## src/verilog/exu_pkg.sv

```systemverilog
package exu_pkg;

   // --------------------
   // Control FSM
   // --------------------
   typedef enum logic [1:0] {
      S_IDLE   = 2'd0,
      S_SINGLE = 2'd1,
      S_MULT   = 2'd2,
      S_WB     = 2'd3
   } exu_state_t;

   // --------------------
   // Unit select
   // --------------------
   typedef logic [1:0] unit_sel_t;

   localparam unit_sel_t U_ALU   = 2'd0;
   localparam unit_sel_t U_SHIFT = 2'd1;
   localparam unit_sel_t U_MULT  = 2'd2;

   // --------------------
   // Booth multiplier
   // --------------------

   // Radix-4 steps for a 16-bit multiplier
   localparam int BOOTH_STEPS = 8;
   typedef logic [3:0] step_cnt_t;

endpackage

```

## src/verilog/isa_pkg.sv

```systemverilog
package isa_pkg;

   // --------------------
   // Data widths
   // --------------------

   // Operand and result word
   typedef logic [15:0] word_t;
   // Full signed product of two words
   typedef logic signed [31:0] dword_t;
   // Destination register index
   typedef logic [2:0] tag_t;
   // Shift amount, low nibble of op_b
   typedef logic [3:0] shamt_t;

   // --------------------
   // Opcodes
   // --------------------
   typedef enum logic [3:0] {
      OP_ADD  = 4'd0,
      OP_SUB  = 4'd1,
      OP_AND  = 4'd2,
      OP_OR   = 4'd3,
      OP_XOR  = 4'd4,
      OP_SLL  = 4'd5,
      OP_SRL  = 4'd6,
      OP_SRA  = 4'd7,
      OP_MULL = 4'd8,
      OP_MULH = 4'd9
   } op_t;

   // Accept edge to result_valid for MULL and MULH
   localparam int MUL_LATENCY = 9;

endpackage

```

## src/verilog/alu_unit.sv

```systemverilog
`timescale 1ns/10ps

module alu_unit
   import isa_pkg::*;
(
   input  logic  clk,
   input  logic  rst_n,
   input  logic  start,
   input  op_t   op_code,
   input  word_t a,
   input  word_t b,
   output word_t result
);

   // --------------------
   // Result register
   // --------------------

   // Loaded only on the start pulse, held until the next one
   // Add and subtract wrap at 16 bits
   always_ff @(posedge clk or negedge rst_n)
   begin
      if (!rst_n)
         result <= '0;
      else if (start)
      begin
         case (op_code)
            OP_ADD:
               result <= a + b;
            OP_SUB:
               result <= a - b;
            OP_AND:
               result <= a & b;
            OP_OR:
               result <= a | b;
            OP_XOR:
               result <= a ^ b;
            // Not an ALU op, keep last value
            default:
               result <= result;
         endcase
      end
   end

endmodule

```

## src/verilog/booth_mult.sv

```systemverilog
`timescale 1ns/10ps

module booth_mult
   import isa_pkg::*, exu_pkg::*;
(
   input  logic   clk,
   input  logic   rst_n,
   input  logic   start,
   input  word_t  multiplier,
   input  word_t  multiplicand,
   output dword_t product,
   output logic   done
);

   // Partial product layout
   // [34:17] 18-bit accumulator, [16:1] multiplier, [0] guard bit
   logic [34:0] prod_q;
   logic [34:0] cur;
   logic [34:0] prod_nx;
   // Multiplicand and twice the multiplicand, sign extended to 18 bits
   logic [17:0] mand1_q, mand2_q;
   logic [17:0] m1, m2;
   logic [17:0] sum;
   step_cnt_t   cnt_q;
   logic        step_en;
   logic        last_step;

   // --------------------
   // Step operands
   // --------------------

   // First step runs in the start cycle straight from the inputs
   always_comb
   begin
      if (start)
      begin
         cur = {18'd0, multiplier, 1'b0};
         m1  = {{2{multiplicand[15]}}, multiplicand};
         m2  = {multiplicand[15], multiplicand, 1'b0};
      end
      else
      begin
         cur = prod_q;
         m1  = mand1_q;
         m2  = mand2_q;
      end
   end

   // --------------------
   // Booth recode and add
   // --------------------
   always_comb
   begin
      case (cur[2:0])
         3'b001, 3'b010:
            sum = cur[34:17] + m1;
         3'b011:
            sum = cur[34:17] + m2;
         3'b100:
            sum = cur[34:17] - m2;
         3'b101, 3'b110:
            sum = cur[34:17] - m1;
         // 000 and 111 add nothing
         default:
            sum = cur[34:17];
      endcase
   end

   // Arithmetic shift right by two
   assign prod_nx = {sum[17], sum[17], sum, cur[16:2]};

   // Busy while the counter is non-zero
   assign step_en   = start | (cnt_q != '0);
   assign last_step = (cnt_q == step_cnt_t'(BOOTH_STEPS - 1));

   // --------------------
   // Counter and product
   // --------------------
   always_ff @(posedge clk or negedge rst_n)
   begin
      if (!rst_n)
      begin
         cnt_q  <= '0;
         done   <= 1'b0;
         prod_q <= '0;
      end
      else
      begin
         // Pulse after the eighth step
         done <= last_step;
         if (start)
            cnt_q <= step_cnt_t'(1);
         else if (last_step)
            cnt_q <= '0;
         else if (cnt_q != '0)
            cnt_q <= cnt_q + step_cnt_t'(1);
         // Product freezes once the run ends
         if (step_en)
            prod_q <= prod_nx;
      end
   end

   // Multiplicand copies for steps two to eight
   always_ff @(posedge clk)
   begin
      if (start)
      begin
         mand1_q <= m1;
         mand2_q <= m2;
      end
   end

   // Drop guard bit and top two sign bits
   assign product = prod_q[32:1];

endmodule

```

## src/verilog/exec_unit.sv

```systemverilog
`timescale 1ns/10ps

module exec_unit
   import isa_pkg::*;
(
   input  logic  clk,
   input  logic  rst_n,
   input  logic  op_valid,
   input  op_t   op_code,
   input  word_t op_a,
   input  word_t op_b,
   input  tag_t  op_tag,
   output logic  busy,
   output logic  result_valid,
   output word_t result,
   output tag_t  result_tag
);

   // Start pulses
   logic   alu_start;
   logic   shift_start;
   logic   mult_start;
   // Latched operation
   word_t  opr_a;
   word_t  opr_b;
   op_t    opr_code;
   // Unit results
   word_t  alu_result;
   word_t  shift_result;
   dword_t mult_product;
   logic   mult_done;

   // --------------------
   // Control
   // --------------------
   exu_ctrl u_ctrl (
      .clk          (clk),
      .rst_n        (rst_n),
      .op_valid     (op_valid),
      .op_code      (op_code),
      .op_a         (op_a),
      .op_b         (op_b),
      .op_tag       (op_tag),
      .busy         (busy),
      .result_valid (result_valid),
      .result       (result),
      .result_tag   (result_tag),
      .alu_start    (alu_start),
      .shift_start  (shift_start),
      .mult_start   (mult_start),
      .opr_a        (opr_a),
      .opr_b        (opr_b),
      .opr_code     (opr_code),
      .alu_result   (alu_result),
      .shift_result (shift_result),
      .mult_product (mult_product),
      .mult_done    (mult_done)
   );

   // --------------------
   // Datapath units
   // --------------------
   alu_unit u_alu (
      .clk     (clk),
      .rst_n   (rst_n),
      .start   (alu_start),
      .op_code (opr_code),
      .a       (opr_a),
      .b       (opr_b),
      .result  (alu_result)
   );

   shift_unit u_shift (
      .clk     (clk),
      .rst_n   (rst_n),
      .start   (shift_start),
      .op_code (opr_code),
      .a       (opr_a),
      .b       (opr_b),
      .result  (shift_result)
   );

   // op_a is the multiplier, op_b the multiplicand
   booth_mult u_mult (
      .clk          (clk),
      .rst_n        (rst_n),
      .start        (mult_start),
      .multiplier   (opr_a),
      .multiplicand (opr_b),
      .product      (mult_product),
      .done         (mult_done)
   );

endmodule

```

## src/verilog/exu_ctrl.sv

```systemverilog
`timescale 1ns/10ps

module exu_ctrl
   import isa_pkg::*, exu_pkg::*;
(
   input  logic   clk,
   input  logic   rst_n,
   input  logic   op_valid,
   input  op_t    op_code,
   input  word_t  op_a,
   input  word_t  op_b,
   input  tag_t   op_tag,
   output logic   busy,
   output logic   result_valid,
   output word_t  result,
   output tag_t   result_tag,
   output logic   alu_start,
   output logic   shift_start,
   output logic   mult_start,
   output word_t  opr_a,
   output word_t  opr_b,
   output op_t    opr_code,
   input  word_t  alu_result,
   input  word_t  shift_result,
   input  dword_t mult_product,
   input  logic   mult_done
);

   exu_state_t state, state_nx;
   unit_sel_t  dec_sel;
   unit_sel_t  sel_q;
   logic       accept;

   // --------------------
   // Decode and accept
   // --------------------
   always_comb
   begin
      case (op_code)
         OP_SLL, OP_SRL, OP_SRA:
            dec_sel = U_SHIFT;
         OP_MULL, OP_MULH:
            dec_sel = U_MULT;
         default:
            dec_sel = U_ALU;
      endcase
   end

   // op_valid ignored unless idle
   assign accept = (state == S_IDLE) && op_valid;

   // --------------------
   // Next state
   // --------------------
   always_comb
   begin
      state_nx = state;
      case (state)
         S_IDLE:
            if (accept)
               state_nx = (dec_sel == U_MULT) ? S_MULT : S_SINGLE;
         // Start cycle, unit result lands at its end
         S_SINGLE:
            state_nx = S_WB;
         // Done cycle doubles as the writeback cycle
         S_MULT:
            if (mult_done)
               state_nx = S_IDLE;
         S_WB:
            state_nx = S_IDLE;
         default:
            state_nx = S_IDLE;
      endcase
   end

   // --------------------
   // Control registers
   // --------------------
   always_ff @(posedge clk or negedge rst_n)
   begin
      if (!rst_n)
      begin
         state       <= S_IDLE;
         sel_q       <= U_ALU;
         result_tag  <= '0;
         alu_start   <= 1'b0;
         shift_start <= 1'b0;
         mult_start  <= 1'b0;
      end
      else
      begin
         state <= state_nx;
         // One-cycle start pulses, right after accept
         alu_start   <= accept && (dec_sel == U_ALU);
         shift_start <= accept && (dec_sel == U_SHIFT);
         mult_start  <= accept && (dec_sel == U_MULT);
         if (accept)
         begin
            sel_q      <= dec_sel;
            result_tag <= op_tag;
         end
      end
   end

   // Operands and opcode captured at accept
   always_ff @(posedge clk)
   begin
      if (accept)
      begin
         opr_a    <= op_a;
         opr_b    <= op_b;
         opr_code <= op_code;
      end
   end

   // --------------------
   // Writeback
   // --------------------
   assign busy         = (state != S_IDLE);
   assign result_valid = (state == S_WB) || ((state == S_MULT) && mult_done);

   // Unit outputs are registered, so the select is a plain mux
   always_comb
   begin
      case (sel_q)
         U_SHIFT:
            result = shift_result;
         // High or low half by latched opcode
         U_MULT:
            result = (opr_code == OP_MULH) ? mult_product[31:16] : mult_product[15:0];
         default:
            result = alu_result;
      endcase
   end

endmodule

```

## src/verilog/shift_unit.sv

```systemverilog
`timescale 1ns/10ps

module shift_unit
   import isa_pkg::*;
(
   input  logic  clk,
   input  logic  rst_n,
   input  logic  start,
   input  op_t   op_code,
   input  word_t a,
   input  word_t b,
   output word_t result
);

   shamt_t amt;
   logic   is_left;
   logic   fill;
   word_t  s0, s1, s2, s3, s4;
   word_t  shifted;

   // Mirror a word, so one right shifter serves both directions
   function automatic word_t bit_rev(input word_t v);
      word_t r;
      for (int i = 0; i < 16; i++)
         r[i] = v[15 - i];
      return r;
   endfunction

   assign amt     = b[3:0];
   assign is_left = (op_code == OP_SLL);
   // Sign fill only for SRA
   assign fill    = (op_code == OP_SRA) & a[15];

   // --------------------
   // Four mux stages
   // --------------------
   assign s0 = is_left ? bit_rev(a) : a;
   assign s1 = amt[0] ? {fill, s0[15:1]} : s0;
   assign s2 = amt[1] ? {{2{fill}}, s1[15:2]} : s1;
   assign s3 = amt[2] ? {{4{fill}}, s2[15:4]} : s2;
   assign s4 = amt[3] ? {{8{fill}}, s3[15:8]} : s3;
   // Undo the mirror for left shifts
   assign shifted = is_left ? bit_rev(s4) : s4;

   always_ff @(posedge clk or negedge rst_n)
   begin
      if (!rst_n)
         result <= '0;
      else if (start)
         result <= shifted;
   end

endmodule
```

## config.mk

```make
export PLATFORM = sky130hd
export DESIGN_NAME = exec_unit
export DESIGN_NICKNAME = d
export VERILOG_FILES = /design/src/verilog/exu_pkg.sv /design/src/verilog/isa_pkg.sv /design/src/verilog/alu_unit.sv /design/src/verilog/booth_mult.sv /design/src/verilog/exec_unit.sv /design/src/verilog/exu_ctrl.sv /design/src/verilog/shift_unit.sv
export SDC_FILE = /design/constraint.sdc
export NUM_CORES = 1
export LEC_CHECK = 0
export BUFFER_PORTS_ARGS = -buffer_cell sky130_fd_sc_hd__buf_2
export CORE_UTILIZATION = 30
export CTS_BUF_LIST = sky130_fd_sc_hd__clkbuf_4
export DETAILED_ROUTE_END_ITERATION = 10
export HOLD_SLACK_MARGIN = 0.06
export PLACE_DENSITY = 0.45
export SLEW_MARGIN = 20
export SYNTH_ARGS = -nofsm -noshare
export SYNTH_HDL_FRONTEND = slang
export SYNTH_SLANG_ARGS = --single-unit
```

## constraint.sdc

```tcl
create_clock -name clk -period 4.8 [get_ports clk]
set_input_delay 0.24 -clock clk [delete_from_list [all_inputs] [get_ports clk]]
set_output_delay 0.24 -clock clk [all_outputs]
set_load 0.01 [all_outputs]
```

# After elaboration in Yosys (flattened, before gate mapping)
# Index checks and enable logic that the tools add are counted.
# totals
ff_bits,152
latchBits,0
mem_bits_rw,0
rom_bits,0
in_bits,42
output_inout_bits,21
word_cells,96
mem_count,0
# classes
n_addsub,7
mul,0
n_div,0
magnitude_cmp,0
eq_ne,28
shifts,0
muxes,21
n_bitwise,5
n_reduce_logical,19
# op_table
cell,n
2-to-1 mux 16 bit,7
case mux 16 bit (5 select lines),1
case mux 18 bit (4 select lines),1
adder 18 bit,2
2-to-1 mux 18 bit,2
subtractor 18 bit,2
2-to-1 mux 35 bit,1
case mux 16 bit (2 select lines),1
== test 4 x 3 -> 1 bit (second input constant),7
adder 16 bit,1
bitwise AND 16 bit,1
bitwise OR 16 bit,1
subtractor 16 bit,1
XOR 16 bit,1
== test 4 bit (second input constant),3
2-to-1 mux 4 bit,3
== test 3 bit (second input constant),3
== test 2 bit (second input constant),4
== test 4 x 2 -> 1 bit (second input constant),2
case mux 2 bit (4 select lines),1
== test 2 x 1 -> 1 bit (second input constant),3
== test 3 x 2 -> 1 bit (second input constant),2
2-to-1 mux 2 bit,3
OR reduction 2 bit,3
17 further kinds,24

# Longest topological paths before layout
# logic_depth
ltp_word,7
ltp_mapped,24
mapped_depth_nobuf,18

# Hierarchy
# From an unflattened synthesis, not the netlist that was laid out.
# unflattened
cells_unflattened,1362
area_unflattened_um2,12243.0
# by_module_without_submodules
module,n_inst,cells_each,area_each_um2,seq_area_each_um2
booth_mult,1,650,5694.2,2031.9
alu_unit,1,315,2494.9,400.4
exu_ctrl,1,166,2048.2,1331.3
shift_unit,1,231,2005.7,400.4

# Worst setup path after synthesis
# Ideal clock, no wire load.
# synth_path
kind,flip-flop to flip-flop
start,register u_ctrl.mult_start
end,"register, netlist name u_mult.prod_q[32]"
setup_ps,124
t_arrival_ps,5044
required_time_ps,4676
setup_slack_ps,-368
stages_incl_launch_ff,24
n_path_buf,6
synth_period_minus_slack_ps,5168
cell_sequence,dfrtp_1 > buf_6 > buf_6 > buf_6 > buf_2 > buf_2 > buf_2 > mux2i_1 > ha_1 > o21ai_1 > o21bai_1 > nor4_1 > nand2_1 > xnor2_1 > o211ai_1 > o21ai_1 > ha_1 > a21oi_1 > nand2_1 > o311ai_1 > a21oi_1 > xnor2_1 > nor2_1 > xnor2_1
# synth_between
elab_chain_len,4
word_cells_on_any_way,17
classes_between,4 x add/sub; 6 x eq/ne; 4 x mux; 1 x bitwise; 2 x reduce/logical
# synth_rtl
element,line,text
start: declaration,exu_ctrl.sv:19,"output logic mult_start,"
start signal: assignment,exu_ctrl.sv:96,mult_start <= accept && (dec_sel == U_MULT);
"parallel branches: the longest is 4 deep, another holds subtractor 18 bit",n/a,
# Parallel ways; which one is timed is not known.
# A chain may end at the register's enable or synchronous reset.

# Worst setup path after layout
# layout_path
start,register u_ctrl.mult_start
end,"register, netlist name u_mult.prod_q[32]"
# layout_between
word_cells_on_any_way,17
classes_between,4 x add/sub; 6 x eq/ne; 4 x mux; 1 x bitwise; 2 x reduce/logical
# layout_rtl
element,line,text
2-to-1 mux 18 bit *,booth_mult.sv:35,if (start)
named net u_mult.m1[9],booth_mult.sv:22,"logic [17:0] m1, m2;"
subtractor 18 bit / adder 18 bit (equally long branches),"booth_mult.sv:62, booth_mult.sv:56",
case mux 18 bit (4 select lines) *,booth_mult.sv:54,case (cur[2:0])
# The timed path passes the listed nets; every way through them passes the cells marked *.

==> metrics.yaml <==
maxSlewViolCount: 0
r2r-end: "u_mult.prod_q[32]"
design.core.area_um2: 37800
root_buffer: "clkbuf_4"
yosysTopAreaCell: "edfxtp_1"
synthTopCellsByCount: "nand2_1 (101), inv_1 (96), nor2_1 (91)"
cpLargestDelayFamily: "compound AO/OA/AOI/OAI gates"
startpoint: "u_ctrl.mult_start"
clock_path_buffers: 2
start_kind: "register"
synth_xor_area_share_pct: 4.75
insertion_delay_ns: 0.62
h-tree-depth: 4
drive_gt1_share_pct: 13.7
synth_compound_area_share_pct: 19.3
io_pins: 63
netlist_instances: 1264
grt_pass1_wl_um: 58500
port_buffers: 62
synth_edf_count: 72
synth-simple-area-share_pct: 15.6
seq_area_frac_synth_pct: 35.9
rsz0062_at_grt: "false"
wl_per_cell_um: 20.6
nets: 1456
gp_congestion: 0.891
worstPathRequired_ns: 5.35
synth_mux_area_share_pct: 10.1
synth_most_common_cell: "nand2_1"
yosys_warnings: 0
cp_num_cells: 16
ant_nets: 0
die_area_um2: 39400
worst_hold_slack_ns: 0.198
antenna_found_initial: 1
cpMaxStageDelayCell: "dfrtp_4"
synthFlopType: "dfrtp_1"
num_vias: 9882
hold_violations: 0
synthesis.nets: 1379
die_h_um: 199
avgSynthCellArea_um2: 9.17
synth_top_family_by_area: "compound AO/OA/AOI/OAI gates"
globalRouteOverflowTotal: 0
worstPathMaxFanout: 77
via_per_inst: 5.30
path_cells: "buf_4 -> buf_12 -> mux2_2 -> nor3_1 -> xnor2_1 -> o22ai_1 -> a221oi_1 -> ha_1 -> inv_1 -> nor2_1 -> o211a_1 -> o311ai_1 -> a21oi_1 -> xnor2_1 -> nor2_1 -> xnor2_1"
drc: 0
hold_class: "primary input to asynchronous set/reset pin"
syn_area_um2: 11600
rows: 71
path_buf_inv: 3
period_share_pct: 91.1
relSlewSlack_pct: 31.7
crit_arrival_ns: 4.93
skew_ns: 0.0241
r2r_setup_slack_ns: 0.43
grt_pass1_vias: 9517
placed_cells: 1791
dpl.hpwl_um: 28500
reg2reg_from: "u_ctrl.mult_start"
status: "complete, no violations"
firstDrtPassIters: 5
first_iter_violations: 829
endpoint: "u_mult.prod_q[32]"
synth_adder_area_share_pct: 8.01
leakage_nw: 5.29
cts.sinks: 152
maxCapViolations: 0
netlist.area_leader.share_pct: 18.6
period_needed_ns: 4.37
fmax_mhz: 229
grt_max_degree: 78
crit_type: "register to register"
synth_area_leaders: "edfxtp_1 (19%), dfrtp_1 (17%), ha_1 (7.7%)"
drt_wl_total_um: 38500
reg2reg_depth: 16
async_flop_share_pct: 52.6
ir_worst_vdd_uv: 262
area_growth_pct: 13.7
p_per_area_nw_per_um2: 599
n_fill_cell: 3933
track_usage_pct: 20.0
cts_tree: "yes"
cp-end-kind: "register"
stdcell_count: 1866
worst_pin_slew_ns: 1.03
setup_tns_ns: 0
critPathMostFrequentCell: "xnor2_1"
ys_types: 78
initial_core_util_pct: 30.6
cts-buffers-inserted: 17
dieWidth_um: 199
synth_seq_cells: 152
setup_viol: 0
clk_pin_slew_ns: 0.15
critPathMaxStageDelay_ns: 0.62
metrics by stage:
step	util, %	total power [mW]	setup WS (ns)	area, um^2
after floorplan	-	5.47	0.0944	11600
after global placement	32.9	6.97	0.443	12500
after detailed placement	32.9	6.99	0.413	12500
after CTS	34.8	7.92	0.374	13200
after global routing	34.8	8.56	0.146	13200
final	34.8	7.90	0.426	13200
repair_timing:
item                       4_1_cts  5_1_grt
hold endpoints to repair        91        0
gates resized for setup          0        1
setup buffers                    0        1
setup endpoints to repair        0        2
hold buffers                    41        0
cell usage in the layout, fill, tap and decap left out, types with 19 or more instances in the layout:
cell | netlist | routed
o21ai_1 | 23 | 23
nor2b_1 | 19 | 19
buf_4 | 2 | 31
mux2_2 | 26 | 26
buf_2 | 15 | 61
a221oi_1 | 20 | 20
nor2_1 | 91 | 91
xnor2_1 | 51 | 51
dlygate4sd3_1 | 0 | 41
a21oi_1 | 88 | 88
inv_1 | 96 | 95
nand2_1 | 101 | 101
mux2i_1 | 69 | 69
edfxtp_1 | 72 | 72
nand2b_1 | 26 | 26
nor3_1 | 33 | 33
o21ai_0 | 79 | 79
dfrtp_1 | 80 | 79
ha_1 | 71 | 71
state kept, by name, indices dropped and copies added (netlist names):
signal,flops
u_alu.result,16
u_ctrl.alu_start,1
u_ctrl.mult_start,1
u_ctrl.opr_a,16
u_ctrl.opr_b,16
u_ctrl.opr_code,4
u_ctrl.result_tag,3
u_ctrl.sel_q,2
u_ctrl.shift_start,1
u_ctrl.state,2
u_mult.cnt_q,4
u_mult.done,1
u_mult.mand1_q,18
u_mult.mand2_q,18
u_mult.prod_q,33
u_shift.result,16
where the power goes:
group	leakage [nW]	internal, mW	switching, mW
clock	0.154	0.322	0.550
combinational	3.50	1.97	2.84
sequential	1.64	1.79	0.435
layer usage:
metal / global-route usage (%) / vias to the layer above / part of all wire, %
li1: - / 4752 / -
met1: 28.7 / 4822 / 49
met2: 30.4 / 265 / 44
met3: 2.81 / 43 / 4.2
met4: 7.01 / 0 / 2.8
met5: 0 / - / 0
worst min path at each step:
stage,start,endpoint,slack [ns],cells after the start
floorplan,rst_n,u_alu.result[0],-0.06,0
global placement,rst_n,u_mult.done,0.32,1
detailed placement,rst_n,u_mult.done,0.32,1
CTS,rst_n,u_mult.prod_q[5],0.17,2
global route,rst_n,u_mult.prod_q[5],0.21,2
finish,rst_n,u_mult.done,0.20,2
worst register-to-register path: stages, from the launching register on:
cell,delay [ns]
dfrtp_4,0.62
buf_4,0.33
buf_12,0.38
mux2_2,0.48
nor3_1,0.25
xnor2_1,0.15
o22ai_1,0.09
a221oi_1,0.41
ha_1,0.34
inv_1,0.12
nor2_1,0.08
o211a_1,0.14
o311ai_1,0.39
a21oi_1,0.13
xnor2_1,0.15
nor2_1,0.12
xnor2_1,0.13
area by class of cell:
cell class | count | area [um^2] | share of cell area (%)
inverter | 99 | 372 | 2.82
clock buffer | 17 | 128 | 0.968
antenna | 1 | 2.50 | 0.0190
timing repair buffer | 135 | 980 | 7.43
sequential | 152 | 4170 | 31.6
tap | 511 | 639 | 4.85
multi-input combinational | 936 | 6730 | 51.0
clock inverter | 15 | 165 | 1.25
cells by family (layout without fill, tap and decap cells):
| logic type | after synthesis | count (layout) |
|---|---|---|
| AOI/OAI and AO/OA | 348 | 348 |
| DFF | 152 | 152 |
| and+or+nand+nor | 350 | 350 |
| muxes | 103 | 103 |
| adders and majority gates | 73 | 73 |
| xor gates and xnor gates | 62 | 62 |
| other | 0 | 1 |
| buffers and inverters | 176 | 266 |
(Power assumes the default switching activity.)
